### src/logic/rob_pkg.sv
package rob_pkg;

    // Datapath and buffer sizes
    localparam int XLEN      = 32;  // Operand and result width
    localparam int ROB_DEPTH = 4;   // Entries in the reorder buffer
    localparam int IDX_W     = 2;   // log2 of ROB_DEPTH
    localparam int AREG_W    = 5;   // Architectural register number
    localparam int PREG_W    = 7;   // Physical register tag

    // Unit latencies in cycles, start edge to done edge
    localparam int ALU_LAT = 1;
    localparam int MUL_LAT = 4;
    localparam int DIV_LAT = 8;

    typedef enum logic [2:0] {
        OP_ADD,
        OP_SUB,
        OP_AND,
        OP_XOR,
        OP_MUL,
        OP_DIVU
    } op_e;

    // Also the bit position in the start and busy vectors
    typedef enum logic [1:0] {
        UNIT_ALU,
        UNIT_MUL,
        UNIT_DIV
    } unit_e;

    typedef struct packed {
        op_e               op;         // Operation
        logic [XLEN-1:0]   a;          // First operand
        logic [XLEN-1:0]   b;          // Second operand
        logic [AREG_W-1:0] dest;       // Architectural destination
        logic [PREG_W-1:0] phys;       // Physical tag
        logic              reg_write;  // Result goes to a register
    } disp_t;

    typedef struct packed {
        op_e              op;
        logic [XLEN-1:0]  a;
        logic [XLEN-1:0]  b;
        logic [IDX_W-1:0] idx;  // Buffer slot of this instruction
    } issue_t;

    typedef struct packed {
        logic [IDX_W-1:0] idx;
        logic [XLEN-1:0]  value;
    } cmpl_t;

    typedef struct packed {
        logic [XLEN-1:0]   value;
        logic [AREG_W-1:0] dest;
        logic [PREG_W-1:0] phys;
        logic              reg_write;
    } commit_t;

    // Per-entry bookkeeping kept until retirement
    typedef struct packed {
        logic [AREG_W-1:0] dest;
        logic [PREG_W-1:0] phys;
        logic              reg_write;
    } alloc_t;

    // Which unit executes a given opcode
    function automatic unit_e unit_of(op_e op);
        case (op)
            OP_MUL:  return UNIT_MUL;
            OP_DIVU: return UNIT_DIV;
            default: return UNIT_ALU;  // Add, sub, and, xor
        endcase
    endfunction

endpackage
### src/logic/dispatch_ctrl.sv
module dispatch_ctrl
    import rob_pkg::*;
(
    input  logic             clk,
    input  logic             rst,
    input  logic             disp_req,   // Four-phase request
    input  disp_t            disp_op,    // Held stable while req is high
    output logic             disp_ack,
    input  logic             full,       // No free buffer slot
    input  logic [IDX_W-1:0] tail_idx,   // Slot the next allocation gets
    input  logic [2:0]       unit_busy,  // Indexed by unit_e
    output logic             alloc_en,
    output alloc_t           alloc,
    output logic [2:0]       start,      // One strobe per unit
    output issue_t           issue
);

    typedef enum logic {
        IDLE,
        ACKED
    } state_e;

    state_e state;
    state_e state_nxt;
    unit_e  target;   // Unit selected by the opcode
    logic   accept;   // Instruction taken this cycle

    assign target = unit_of(disp_op.op);

    // Take only from IDLE, with a free slot and an idle unit
    assign accept = (state == IDLE) && disp_req && !full && !unit_busy[target];

    always_comb begin
        state_nxt = state;
        case (state)
            IDLE: begin
                if (accept) begin
                    state_nxt = ACKED;  // Ack rises at the accept edge
                end
            end
            ACKED: begin
                if (!disp_req) begin
                    state_nxt = IDLE;   // Requester released, drop ack
                end
            end
            default: state_nxt = IDLE;
        endcase
    end

    always_ff @(posedge clk or posedge rst) begin
        if (rst) begin
            state <= IDLE;
        end else begin
            state <= state_nxt;
        end
    end

    assign disp_ack = (state == ACKED);

    // Allocation record straight from the request
    assign alloc_en        = accept;
    assign alloc.dest      = disp_op.dest;
    assign alloc.phys      = disp_op.phys;
    assign alloc.reg_write = disp_op.reg_write;

    // Start only the selected unit
    assign start = accept ? (3'b001 << target) : 3'b000;

    // Shared issue bus, stamped with the slot being allocated
    assign issue.op  = disp_op.op;
    assign issue.a   = disp_op.a;
    assign issue.b   = disp_op.b;
    assign issue.idx = tail_idx;

endmodule

### config.mk
export PLATFORM = sky130hd
export DESIGN_NAME = dispatch_ctrl
export DESIGN_NICKNAME = d
export VERILOG_FILES = /design/src/logic/rob_pkg.sv /design/src/logic/dispatch_ctrl.sv
export SDC_FILE = /design/constraint.sdc
export NUM_CORES = 1
export LEC_CHECK = 0
export ABC_CLOCK_PERIOD_IN_PS = 1000
export BUFFER_PORTS_ARGS = -buffer_cell sky130_fd_sc_hd__buf_2
export CORE_MARGIN = 10
export CORE_UTILIZATION = 22
export CTS_CLUSTER_DIAMETER = 30
export DETAILED_ROUTE_END_ITERATION = 12
export PLACE_DENSITY = 0.81
export SLEW_MARGIN = 10
export SYNTH_ARGS = -nofsm -noshare
export SYNTH_HDL_FRONTEND = slang
export SYNTH_SLANG_ARGS = --single-unit
### constraint.sdc
create_clock -name clk -period 1 [get_ports clk]
set_clock_uncertainty 0.05 [all_clocks]
set_input_delay 0.05 -clock clk [delete_from_list [all_inputs] [get_ports clk]]
set_output_delay 0.05 -clock clk [all_outputs]
set_load 0.01 [all_outputs]
**After elaboration in Yosys (flattened, before gate mapping)**

Cells that the tools add are included.

- Logic and storage cells: 18
- Latch bits: 0
- Memories: 0
- Bits in writable memories: 0
- Input port bits: 89
- Register bits after elaboration: 1
- ROM bits: 0

- Multiply operators: 0
- Divide/modulo/power cells: 0
- Equal/unequal tests: 2
- Magnitude comparators: 1
- Muxes and demuxes: 7
- Bitwise operators: 1
- Add/subtract/negate cells: 0
- Reduce and logical (&&, ||, !) cells: 5
- Shift operators: 1

Operator list:

| kind | count |
|---|---|
| 3-bit == test, second input constant | 2 |
| 2-bit one-hot mux with 2 select lines | 1 |
| 1-bit logical AND | 3 |
| 2-bit by 3-bit < comparator with 1-bit output, second input constant | 1 |
| 1-bit 2-to-1 mux | 3 |
| 3-bit 2-to-1 mux | 1 |
| 1-bit by 2-bit left shift with 3-bit output, first input constant | 1 |
| 1-bit binary-select mux with 2-bit select | 1 |
| 1-bit zero test | 2 |
| 1-bit one-hot mux with 2 select lines | 1 |
| 1-bit inverter | 1 |

**Depth between registers and ports, before layout**

- Depth after elaboration: 8
- Mapped depth: 3

**Least setup slack after synthesis**

Ideal clock, no wire load.

- Path kind: register to output
- Start point: register state (netlist: disp_ack)
- End point: output start[2]
- Path buffers: 0
- Path slack: -0.075 ns
- Arrival: 0.975 ns
- Cell stages (with the launch flop): 4
- Required time: 0.900 ns
- Cell sequence: dfrtp_1 -> nor2_1 -> nand3_1 -> nor3b_1

- Longest elaborated chain between the ends: 5

Ends and longest elaborated chain:

| item | line | RTL |
|---|---|---|
| from (decl) | dispatch_ctrl.sv:23 | `state_e state;` |
| from (signal assigned) | dispatch_ctrl.sv:54 | `state <= state_nxt;` |
| 1-bit inverter | -- |  |
| 1-bit logical AND (3 in series) | dispatch_ctrl.sv:31 | `assign accept = (state == IDLE) && disp_req && !full && !unit_busy[target];` |
| 3-bit 2-to-1 mux | dispatch_ctrl.sv:67 | `assign start = accept ? (3'b001 << target) : 3'b000;` |
| to (decl) | dispatch_ctrl.sv:14 | `output logic [2:0] start,` |

No other way between the ends.

**Worst setup path in the final report**

Same ends and word-level chain as after synthesis.

==> flow_summary.toml <==
[run_status]
status = "finished, violations left"
violations = "negative setup slack"

[timing]
tns_ns = -0.0204
period_needed_ns = 1.02
setup_violations = 1
slew_headroom = 0.898
fin_crit_sh = 1.02
worst_slack_ns = -0.0204
rsz0062_at_grt = "true"
timing.fmax_mhz = 980
hold_viol_final = 0
tightest_slew_ns = 0.149
drv_slew = 0

[floorplanning]
die_x_um = 78.0
start_util = 0.236
dieArea_um2 = 6080
core_area_um2 = 3130
io_pins = 176
die-height_um = 78.0
rows = 20

[detailed_routing]
post_drt_wl_per_cell_um = 18.6
routed_wl_um = 1490
ant_nets = 0
num_vias = 287
viasPerCell = 3.59
drt_pass1_iterations = 2
post-route-drc-count = 0
drtIter0Drc = 3

[finish]
final_util = 0.0956
fin_nets = 127
fill_cells = 363
area_delta_synth_final_pct = -59.6
final_cell_mix = "17 x buf_2, 3 x inv_1, 2 x nand2_1"
largest_register_ffs = 1
mostFrequentLayoutCell = "buf_2"
diodes = 0
layout-drive-gt1-share = 0.694
final_area_um2 = 299
fin_cells = 80

[pwr]
p_int_mw = 0.0882
peakVddDrop_uv = 62.6
powerDensity_nw_per_um2 = 449
power.total_mw = 0.134
power_switching_share = 0.343
combPwrFrac = 0.658
p_leak_nw = 0.142
switchingPower_mw = 0.0460
p_clk_frac = 0
p_seq_frac = 0.342

[critical_path]
required_ns = 0.90
r2r_slack_ns = 0.12
worst_path_max_delay_cell = "dfrtp_1"
crit_chain = "nor2_2, nand3_2, nor3b_2, buf_2"
cp_max_fo = 2
r2r-end = "disp_ack"
reg2reg_depth = 3
crit_type = "flop to output pin"
r2r-start = "disp_ack"
critPathLaunch = "disp_ack"
cp.arrival_ns = 0.92
cp-end-kind = "output pin"
worstSetupStartpointType = "flop"
slowest_delay_ns = 0.36

[yosys]
yosysWarnings = 0
ys_types = 14
postSynthAreaPerCell_um2 = 7.47
syn_nets = 188
seq_area_frac_synth = 0.0338
syn_inst = 99
syn_area_um2 = 739
ys_ff_latch = 1

[grt]
grt_pass1_wl_um = 1980
grt_pass1_vias = 332
antenna_found_initial = 0
grt_max_degree = 5
grt_overflow_total = 0
grt_usage = 0.0403

[cts]
clk_latency_ns = 0
cts.clk_slew.worst_paths_ns = 0

[min_path]
hold_end = "issue[14]"
min_from = "disp_op[25]"
hold_path_class = "input port to output pin"
worstHoldPathCells = 0

[placement]
routabilityCongestion = 0.640
placedCellCount = 78
dp_hpwl_um = 1290
io_buffers = 17
post_dp_cell_area_um2 = 274

[run]
drv_cap = 0
[power groups by stage]
stage	combinational, mW	clock (mW)	sequential (mW)
final	0.0884	0	0.0459
after CTS	0.0908	0	0.0458
after global routing	0.0990	0	0.0461
after floorplan	0.368	0	0.0476
after global placement	0.0794	0	0.0460
after detailed placement	0.0800	0	0.0462
[cell type report]
cell class / count / area (µm²) / area share
sequential: 1 / 25.0 / 0.0837
inverter: 3 / 11.3 / 0.0377
tap: 44 / 55.1 / 0.184
multi-input combinational: 13 / 105 / 0.351
timing repair buffer: 19 / 103 / 0.343
[critical path: cells and delay by family (launching register included)]
kind	cells	cell delay (ns)
simple gates	3	0.41
flops	1	0.36
buf+inv	1	0.15
[Yosys cell counts]
cell	n	area, µm²
a21oi_1	1	5.00
a31oi_2	1	12.5
buf_4	82	616
dfrtp_1	1	25.0
inv_1	3	11.3
mux2i_1	1	10.0
nand2_1	2	7.51
nand3_1	1	5.00
nor2_1	2	7.51
nor2b_4	1	13.8
nor3_1	1	5.00
nor3b_1	1	7.51
o21ai_0	1	5.00
or2_4	1	8.76
[cells by family after synthesis]
| family | count (synthesis) | share of synthesized area |
|---|---|---|
| buffers and inverters | 85 | 0.848 |
| DFF | 1 | 0.0338 |
| and+or+nand+nor | 9 | 0.0744 |
| muxes | 1 | 0.0135 |
| AOI/OAI and AO/OA | 3 | 0.0304 |
[how the worst max path moves through the flow]
stage          endpoint  slack [ns]
2_1_floorplan  start[2]       -0.01
3_3_place_gp   start[2]       -0.08
3_5_place_dp   start[2]       -0.14
4_1_cts        start[2]       -0.05
5_1_grt        start[2]       -0.07
6_report       start[2]       -0.02
[stage by stage]
step	setup slack, ns	hold WS, ns
6_report	-0.0204	0.0500
5_1_grt	-0.0656	0.0500
4_1_cts	-0.0508	0.0501
3_5_place_dp	-0.141	-0.158
3_3_place_gp	-0.0791	-0.156
2_1_floorplan	-0.0122	-0.271
[timing repair]
action | 4_1_cts | 5_1_grt
endpoints found under the setup margin | 2 | 4
pin swaps | 3 | 2
endpoints found under the hold margin | 1 | 0
hold buffers | 1 | 0
gates resized for setup | 2 | 1
setup buffers | 1 | 0
[routing by layer]
| layer | GRT usage | part of all wire | wire length [µm] |
|---|---|---|---|
| met5 | 0 | 0 | 0 |
| met1 | 0.0214 | 0.21 | 317 |
| met3 | 0.0369 | 0.24 | 350 |
| met2 | 0.0522 | 0.36 | 543 |
| met4 | 0.0806 | 0.19 | 277 |
(Power assumes the default switching activity.)
