## src/logic/rob_pkg.sv

```systemverilog
package rob_pkg;

    // Datapath and buffer sizes
    localparam int XLEN      = 32;  // Operand and result width
    localparam int ROB_DEPTH = 4;   // Entries in the reorder buffer
    localparam int IDX_W     = 2;   // log2 of ROB_DEPTH
    localparam int AREG_W    = 5;   // Architectural register number
    localparam int PREG_W    = 7;   // Physical register tag

    // Unit latencies in cycles, start edge to done edge
    localparam int ALU_LAT = 1;
    localparam int MUL_LAT = 4;
    localparam int DIV_LAT = 8;

    typedef enum logic [2:0] {
        OP_ADD,
        OP_SUB,
        OP_AND,
        OP_XOR,
        OP_MUL,
        OP_DIVU
    } op_e;

    // Also the bit position in the start and busy vectors
    typedef enum logic [1:0] {
        UNIT_ALU,
        UNIT_MUL,
        UNIT_DIV
    } unit_e;

    typedef struct packed {
        op_e               op;         // Operation
        logic [XLEN-1:0]   a;          // First operand
        logic [XLEN-1:0]   b;          // Second operand
        logic [AREG_W-1:0] dest;       // Architectural destination
        logic [PREG_W-1:0] phys;       // Physical tag
        logic              reg_write;  // Result goes to a register
    } disp_t;

    typedef struct packed {
        op_e              op;
        logic [XLEN-1:0]  a;
        logic [XLEN-1:0]  b;
        logic [IDX_W-1:0] idx;  // Buffer slot of this instruction
    } issue_t;

    typedef struct packed {
        logic [IDX_W-1:0] idx;
        logic [XLEN-1:0]  value;
    } cmpl_t;

    typedef struct packed {
        logic [XLEN-1:0]   value;
        logic [AREG_W-1:0] dest;
        logic [PREG_W-1:0] phys;
        logic              reg_write;
    } commit_t;

    // Per-entry bookkeeping kept until retirement
    typedef struct packed {
        logic [AREG_W-1:0] dest;
        logic [PREG_W-1:0] phys;
        logic              reg_write;
    } alloc_t;

    // Which unit executes a given opcode
    function automatic unit_e unit_of(op_e op);
        case (op)
            OP_MUL:  return UNIT_MUL;
            OP_DIVU: return UNIT_DIV;
            default: return UNIT_ALU;  // Add, sub, and, xor
        endcase
    endfunction

endpackage
```

## src/logic/rob_buffer.sv

```systemverilog
module rob_buffer
    import rob_pkg::*;
(
    input  logic             clk,
    input  logic             rst,
    input  logic             alloc_en,     // Claim the tail slot
    input  alloc_t           alloc,
    output logic             full,
    output logic [IDX_W-1:0] tail_idx,
    input  logic [2:0]       done,         // One per completion port
    input  cmpl_t            cmpl [3],
    output logic             commit_valid, // One-cycle retire pulse
    output commit_t          commit
);

    // Pointers carry one extra wrap bit
    logic [IDX_W:0] head;
    logic [IDX_W:0] tail;

    logic [ROB_DEPTH-1:0] valid;   // Slot allocated
    logic [ROB_DEPTH-1:0] ready;   // Result written back
    logic [XLEN-1:0]      value [ROB_DEPTH];
    alloc_t               info  [ROB_DEPTH];

    logic [IDX_W-1:0] head_idx;
    logic             retire;      // Head leaves this cycle

    assign head_idx = head[IDX_W-1:0];
    assign tail_idx = tail[IDX_W-1:0];

    // Same slot, opposite lap
    assign full = (head[IDX_W] != tail[IDX_W]) && (head_idx == tail_idx);

    assign retire = valid[head_idx] && ready[head_idx];

    // Entry status and pointers
    always_ff @(posedge clk or posedge rst) begin
        if (rst) begin
            head  <= '0;
            tail  <= '0;
            valid <= '0;
            ready <= '0;
        end else begin
            if (alloc_en) begin
                valid[tail_idx] <= 1'b1;
                ready[tail_idx] <= 1'b0;  // Waits for its unit
                tail            <= tail + 1'b1;
            end
            // Ports never target the same slot
            for (int p = 0; p < 3; p++) begin
                if (done[p]) begin
                    ready[cmpl[p].idx] <= 1'b1;
                end
            end
            if (retire) begin
                valid[head_idx] <= 1'b0;  // Slot free again
                ready[head_idx] <= 1'b0;
                head            <= head + 1'b1;
            end
        end
    end

    // Entry payload
    always_ff @(posedge clk) begin
        if (alloc_en) begin
            info[tail_idx] <= alloc;
        end
        for (int p = 0; p < 3; p++) begin
            if (done[p]) begin
                value[cmpl[p].idx] <= cmpl[p].value;
            end
        end
    end

    always_ff @(posedge clk or posedge rst) begin
        if (rst) begin
            commit_valid <= 1'b0;
        end else begin
            commit_valid <= retire;  // In order, at most one per cycle
        end
    end

    // Commit record registered from the head slot
    always_ff @(posedge clk) begin
        if (retire) begin
            commit.value     <= value[head_idx];
            commit.dest      <= info[head_idx].dest;
            commit.phys      <= info[head_idx].phys;
            commit.reg_write <= info[head_idx].reg_write;
        end
    end

endmodule

```

## config.mk

```make
export PLATFORM = sky130hd
export DESIGN_NAME = rob_buffer
export DESIGN_NICKNAME = d
export VERILOG_FILES = /design/src/logic/rob_pkg.sv /design/src/logic/rob_buffer.sv
export SDC_FILE = /design/constraint.sdc
export NUM_CORES = 1
export LEC_CHECK = 0
export ABC_CLOCK_PERIOD_IN_PS = 2200
export BUFFER_PORTS_ARGS = -buffer_cell sky130_fd_sc_hd__buf_4
export CORE_MARGIN = 5
export CORE_UTILIZATION = 55
export CTS_CLUSTER_SIZE = 30
export DETAILED_ROUTE_END_ITERATION = 10
export PLACE_DENSITY = 0.77
export SETUP_SLACK_MARGIN = 0.5
export SKIP_CTS_REPAIR_TIMING = 1
export SYNTH_ARGS = -nofsm -noshare
export SYNTH_HDL_FRONTEND = slang
export SYNTH_SLANG_ARGS = --single-unit
```

## constraint.sdc

```tcl
create_clock -name clk -period 2.2 [get_ports clk]
set_input_delay 0.22 -clock clk [delete_from_list [all_inputs] [get_ports clk]]
set_output_delay 0.22 -clock clk [all_outputs]
set_load 0.05 [all_outputs]
```

---- Word-level counts from Yosys, hierarchy flattened ----
Memories as Yosys holds them, arrays and structs flattened. A register that Yosys moved wholly into a read port is not among the register bits.
Cells that the tools add are included.
cells by class
  add/subtract/negate cells ............... 2
  $lt $le $gt $ge ......................... 10
  eq/ne operators ......................... 2
  muxes and demuxes ....................... 29
  bitwise gates (word level) .............. 9
  reduce and logical (&&, ||, !) cells .... 7
operator list
  cell                                                                                  count
  4-bit two-way mux                                                                     7
  4-bit bitwise OR                                                                      4
  2-bit by 3-bit < comparator with 1-bit output (second input constant)                 5
  1-bit two-way mux                                                                     15
  4-bit AND                                                                             3
  1-bit demux with 2-bit select                                                         5
  2-bit by 1-bit greater-or-equal comparator with 1-bit output (second input constant)  5
  4-bit NOT                                                                             2
  1-bit logical AND                                                                     7
  3-bit by 1-bit adder with 3-bit output (second input constant)                        2
  1-bit binary-select mux with 2-bit select                                             2
  2-bit equality test                                                                   1
  1-bit != test                                                                         1
word-level totals
  bits in registers ....................... 15
  memory bits (writable) .................. 180
  input port bits ......................... 121
  output and inout bits ................... 49
  word-level logic and storage cells ...... 66
  memories kept ........................... 2
memory list
  memory  depth  width  rd ports  clocked after memory_dff  wr ports  RTL line          text
  value   4      32     1         1                         3         rob_buffer.sv:22  logic [XLEN-1:0] value [ROB_DEPTH];
  info    4      13     1         1                         1         rob_buffer.sv:23  alloc_t info [ROB_DEPTH];

---- Longest topological paths before layout ----
Gate-level depths: netlist of the first run.
  depth in word-level cells ............... 15
  mapped depth ............................ 5
  gate-level depth less buffers ........... 5

---- Least setup slack after synthesis of the first run ----
Ideal clock, no wire load.
  kind .................................... input port to flip-flop
  start ................................... input cmpl[33] in the netlist's numbering
  end ..................................... memory value[2][0], enable pin
  library setup time ...................... 432 ps
  arrival time ............................ 1909 ps
  data required time ...................... 1768 ps
  path slack .............................. -141 ps
  cell stages on the path ................. 2
  buffers on the path ..................... 0
  cell sequence ........................... nand2_1 -> o211ai_1
RTL lines
  element          RTL line          text
  start, declared  rob_buffer.sv:11  input cmpl_t cmpl [3],
  end, declared    rob_buffer.sv:22

---- Worst setup path after layout of the first run ----
  start ................................... register head[0]
  end ..................................... output full
on the way
  longest elaborated chain between the ends .. 2
ends and longest elaborated chain
  element                 RTL line          text
  start, declared         rob_buffer.sv:17  logic [IDX_W:0] head;
  start signal, assigned  rob_buffer.sv:58  head <= head + 1'b1;
  2-bit equality test     rob_buffer.sv:32  assign full = (head[IDX_W] != tail[IDX_W]) && (head_idx == tail_idx);
  1-bit logical AND       rob_buffer.sv:32
  end, declared           rob_buffer.sv:8   output logic full,
Every way passes these cells.

==> impl_metrics.ini, run 1 <==
[layout]
nNetsFinal = 1135
final-seq-area_sq_um = 7140
drive_above_1_share = 0.316
multiInputGateArea_sq_um = 4010
n_fill_cell = 1379
n_antenna_cell = 0
syn_to_final_growth_pct = 27.2
fin_area_sq_um = 14500

[placed_design]
routabilityCongestion = 0.787
placed_cell_area_sq_um = 13100
hpwl_um = 17400
io_buffers = 169

[cts]
cts.sinks = 240
root_buffer = clkbuf_16
path_clk_slew_ns = 0.06
clock_path_buffers = 3
htreeDepth = 1
insertion_delay_ns = 0.53
numCtsBuffers = 26
cts_tree = yes

[synth]
async_reset_ff_frac = 0.0625
ys.flop_type = edfxtp_1
synth_top_area_frac = 0.593
synth_edf_count = 225
synth.distinct_cells = 35
synth_cells = 798
ys_seq_area_frac = 0.626
yosysWarnings = 0
synth.largest_area_cell = edfxtp_1
synth-seq-cells = 240
netlist_area_sq_um = 11400
syn_avg_cell_area_sq_um = 14.3
synth.area.top_cells = edfxtp_1 59%, mux2i_1 11%, mux4_2 9.1%
synth.net_count = 927
netlist_top_cells_count = 225 x edfxtp_1, 136 x nand2_1, 130 x mux2i_1, 123 x o21ai_0, 46 x mux4_2
yosysMostFrequentCell = edfxtp_1

[pwr]
netSwitchingFraction = 0.348
clkPwrFrac = 0.230
power_frac_comb = 0.398
p_sw_mw = 6.54
p_per_area_nw_per_um2 = 1300
p_leak_nw = 5.76
power.total_mw = 18.8
internal_power_mw = 12.3
power.share.sequential = 0.372
vdd_drop_max_mv = 0.687

[run]
max_cap_viol_count = 0

[setup_path]
crit_type = reg -> out
critPathMaxFanout = 4
reg2reg_to = commit[11]
r2r_cells = 5
rrSetupSlack_ns = 0.40
startpoint = head[0]
timing.rr.start = head[1]
crit_arrival_ns = 1.67
cp-start-kind = flop
worstSetupEndpointType = output port
required_ns = 1.98

[worst_hold_path]
min_path_cells = 3
hp-start = cmpl[0]
hold_path_end = value[0][0]
holdCritPathClass = in -> reg

[routing]
vias = 7526
via_per_inst = 5.81
drt_iter0_markers = 581
drc = 0
drtPass1Iterations = 5
wire_per_inst_um = 22.2
wirelength_um = 28800
ant_nets = 0

[status]
outcome = completed

[timing]
worst_pin_slew_ns = 0.612
finalCriticalPeriod_ns = 1.89
maxSlewHeadroom = 0.591
finalHoldViolations = 0
period_share = 0.859
slew_violations = 0
rsz0062_at_grt = yes
max_freq_mhz = 529
setup_viol = 0
finalClockSkew_ns = 0.0145

[global_routing]
antenna_found_initial = 1
grtUsageTotal = 0.224
grt_max_degree = 65
grt_pass1_wl_um = 41900
grt_pass1_vias = 7718
grt_overflow = 0

[floorplan]
start_util = 0.561
die_h_um = 154
pin_count = 170
die_area_sq_um = 23700
fp-row-count = 52
die-width_um = 154
design.core.area_sq_um = 20300
==> flip-flops by register name, indices dropped and copies added (netlist names) <==
signal,count
head,3
commit_valid,1
info,52
tail,3
commit,45
valid,4
ready,4
value,128
==> worst max-delay path by stage <==
stage / endpoint / slack [ns] / depth (start not counted)
4_1_cts: full / 0.11 / 4
5_1_grt: full / 0.25 / 4
3_3_place_gp: commit[42] / 0.52 / 2
6_report: full / 0.31 / 4
3_5_place_dp: head[2] / 0.46 / 5
2_1_floorplan: value[2][0] / -0.12 / 2
==> cell type report <==
class | instances | share of cell area
clock buffers | 31 | 0.0477
clock inverters | 17 | 0.0111
inverters | 10 | 0.00294
multi-input cells | 492 | 0.277
flip-flops and latches | 240 | 0.493
well taps | 270 | 0.0233
repair buffers | 236 | 0.146
==> cell usage in the layout, fill, tap and decap left out, types with 6 or more instances in the layout <==
master / n
dlygate4sd3_1: 17
mux4_2: 46
o21ai_1: 6
clkinv_1: 7
ha_1: 8
clkbuf_16: 34
o21ai_0: 123
mux2i_1: 130
nand2_1: 135
buf_12: 10
buf_4: 194
edfxtp_1: 225
buf_6: 7
dfrtp_1: 13
nand3b_1: 6
inv_1: 8
==> cells by family after synthesis <==
| family | after synthesis | synth area share |
|---|---|---|
| buf+inv | 66 | 0.0298 |
| flops | 240 | 0.626 |
| simple gates | 158 | 0.0587 |
| mux | 177 | 0.208 |
| xor+xnor | 6 | 0.00462 |
| compound gates | 143 | 0.0644 |
| fa+ha+maj | 8 | 0.00879 |
==> stage by stage <==
step / hold WS (ns) / cells / setup WS, ns / TNS (ns) / util
floorplan: 0.121 / 798 / -0.123 / -3.94 / -
finish: 0.000666 / 1296 / 0.310 / 0 / 0.714
CTS: -0.218 / 1256 / 0.111 / 0 / 0.686
detailed placement: 0.324 / 1208 / 0.462 / 0 / 0.644
global route: 0.00317 / 1296 / 0.252 / 0 / 0.714
global placement: 0.316 / 1208 / 0.515 / 0 / 0.644
==> metal layers <==
layer  GRT usage  up-vias  part of all wire
met5           0        -           0.00069
met4      0.0555        2             0.021
met3      0.0556       50             0.082
met2       0.375      311              0.49
met1       0.299     3711              0.40
li1            -     3452                 -
==> power groups by stage <==
stage / sequential, mW / clock [mW] / combinational (mW)
floorplan: 8.50 / 0 / 2.70
global placement: 7.02 / 0 / 5.98
detailed placement: 7.04 / 0 / 6.14
CTS: 6.96 / 4.36 / 6.15
global route: 7.07 / 4.59 / 7.84
finish: 6.98 / 4.32 / 7.48
==> worst max-delay path, cell delays in order, from the launching register on <==
cell,delay [ns]
dfrtp_4,0.51
buf_16,0.15
xor2_2,0.17
nor3_4,0.14
buf_6,0.18
No activity file was read; power rests on OpenSTA's default activity.
==> run 2: changes to the inputs <==
--- a/config.mk
+++ b/config.mk
@@ -7,11 +7,12 @@
 export LEC_CHECK = 0
 export ABC_CLOCK_PERIOD_IN_PS = 2200
 export BUFFER_PORTS_ARGS = -buffer_cell sky130_fd_sc_hd__buf_4
+export CORE_ASPECT_RATIO = 1.2
 export CORE_MARGIN = 5
 export CORE_UTILIZATION = 55
 export CTS_CLUSTER_SIZE = 30
 export DETAILED_ROUTE_END_ITERATION = 10
-export PLACE_DENSITY = 0.77
+export PLACE_DENSITY = 0.79
 export SETUP_SLACK_MARGIN = 0.5
 export SKIP_CTS_REPAIR_TIMING = 1
 export SYNTH_ARGS = -nofsm -noshare
==> run 2 against run 1 <==
Net effect:
- critical path type unchanged
- critical endpoint unchanged
- sequential power is essentially flat
- clock power shrank 7.4%
- non-clock buffer count shrank 12
- largest cell class unchanged
==> impl_metrics.ini, run 2 (same netlist as run 1, synthesis figures left out) <==
[layout]
layout_common_cells = 225 x edfxtp_1, 185 x buf_4, 135 x nand2_1
drive_above_1_share = 0.302
n_fill_cell = 1348
reg.largest.list = value: 128 flops, info: 52 flops, commit: 45 flops
final_util = 0.702
final-seq-area_sq_um = 7140
largest_reg_flops = 128
n_antenna_cell = 0
top_register = value
syn_to_final_growth_pct = 25.3
multiInputGateArea_sq_um = 3980
nNetsFinal = 1121
final_common_cell = edfxtp_1

[setup_path]
reg2reg_to = commit[3]
timing.rr.start = head[1]
critPathBufInv = 2
startpoint = head[0]
rrSetupSlack_ns = 0.41
critPathSlowestCell = dfrtp_4
critPathMaxFanout = 2
path_cells = buf_16 > xor2_1 > nor3_4 > buf_6
required_ns = 1.98
slowest_delay_ns = 0.50
cp_top_family = flip-flops
cp-start-kind = flop
worstSetupEndpointType = output port
crit_arrival_ns = 1.64
crit_type = reg -> out
path_depth = 4
endpoint = full
r2r_cells = 5

[status]
outcome = completed

[global_routing]
grt_overflow = 0
grt_max_degree = 65
grt_pass1_wl_um = 41600
grtUsageTotal = 0.225
antenna_found_initial = 0
grt_pass1_vias = 7629

[routing]
drt_iter0_markers = 553
drc = 0
wire_per_inst_um = 22.5
via_per_inst = 5.87
ant_nets = 0
drtPass1Iterations = 5
vias = 7488
wirelength_um = 28700

[cts]
clock_path_buffers = 3
insertion_delay_ns = 0.51
htreeDepth = 1
cts_tree = yes
numCtsBuffers = 24
cts.sinks = 240
root_buffer = clkbuf_16
path_clk_slew_ns = 0.06

[placed_design]
hpwl_um = 17200
routabilityCongestion = 0.793
io_buffers = 169

[floorplan]
fp-row-count = 57
die-width_um = 141
die_h_um = 168
start_util = 0.560
pin_count = 170
die_area_sq_um = 23700
design.core.area_sq_um = 20300

[pwr]
p_per_area_nw_per_um2 = 1270
vdd_drop_max_mv = 1.13
p_leak_nw = 5.64

[timing]
worst_pin_slew_ns = 0.670
maxSlewHeadroom = 0.553
finalCriticalPeriod_ns = 1.86
worst_hold_slack_ns = 0.00476
rsz0062_at_grt = yes
slew_violations = 0
finalClockSkew_ns = 0.0101
period_share = 0.846
setup_viol = 0
max_freq_mhz = 537
finalHoldViolations = 0

[worst_hold_path]
holdCritPathClass = in -> reg

[run]
max_cap_viol_count = 0
==> run 2: per-stage QoR <==
stage | TNS, ns | total power [mW] | cell area [sq um] | instances | worst slack, ns
2_1_floorplan | -3.94 | 11.2 | 11400 | 798 | -0.123
3_3_place_gp | 0 | 13.0 | 13000 | 1201 | 0.439
4_1_cts | 0 | 17.1 | 13800 | 1245 | 0.0325
6_report | 0 | 18.2 | 14300 | 1275 | 0.338
5_1_grt | 0 | 18.9 | 14300 | 1275 | 0.303
3_5_place_dp | 0 | 13.1 | 13000 | 1201 | 0.380
==> run 2: layout make-up <==
type,count,share of cell area
repair buffers,224,0.140
well taps,265,0.0232
flip-flops and latches,240,0.500
multi-input cells,492,0.279
clock inverters,15,0.00894
clock buffers,29,0.0449
inverters,10,0.00316
==> run 2: worst register-to-register path: stages (launching register included) <==
cell and delay (ns):
dfrtp_2 0.44, buf_6 0.14, inv_6 0.06, mux4_2 0.57, buf_12 0.19, clkbuf_16 0.16
==> run 2: how the worst min path moves through the flow <==
stage	from	endpoint	cells after the start
5_1_grt	cmpl[23]	value[2][23]	3
2_1_floorplan	rst	commit_valid	1
3_3_place_gp	rst	commit_valid	2
3_5_place_dp	rst	commit_valid	2
4_1_cts	rst	tail[0]	2
6_report	cmpl[24]	value[1][24]	3
==> run 2: power by group <==
part,internal (mW),switching [mW],leakage [nW]
Combinational,2.93,4.23,2.98
Clock,2.31,1.69,0.370
Sequential,6.53,0.463,2.29
==> run 2: routing by layer <==
layer	up-vias	wire (um)	global-route usage	share of wire
met2	386	14800	0.379	0.52
met5	-	0	0	0
met4	0	510	0.0733	0.018
li1	3412	-	-	-
met3	53	2370	0.0325	0.083
met1	3637	11000	0.305	0.38
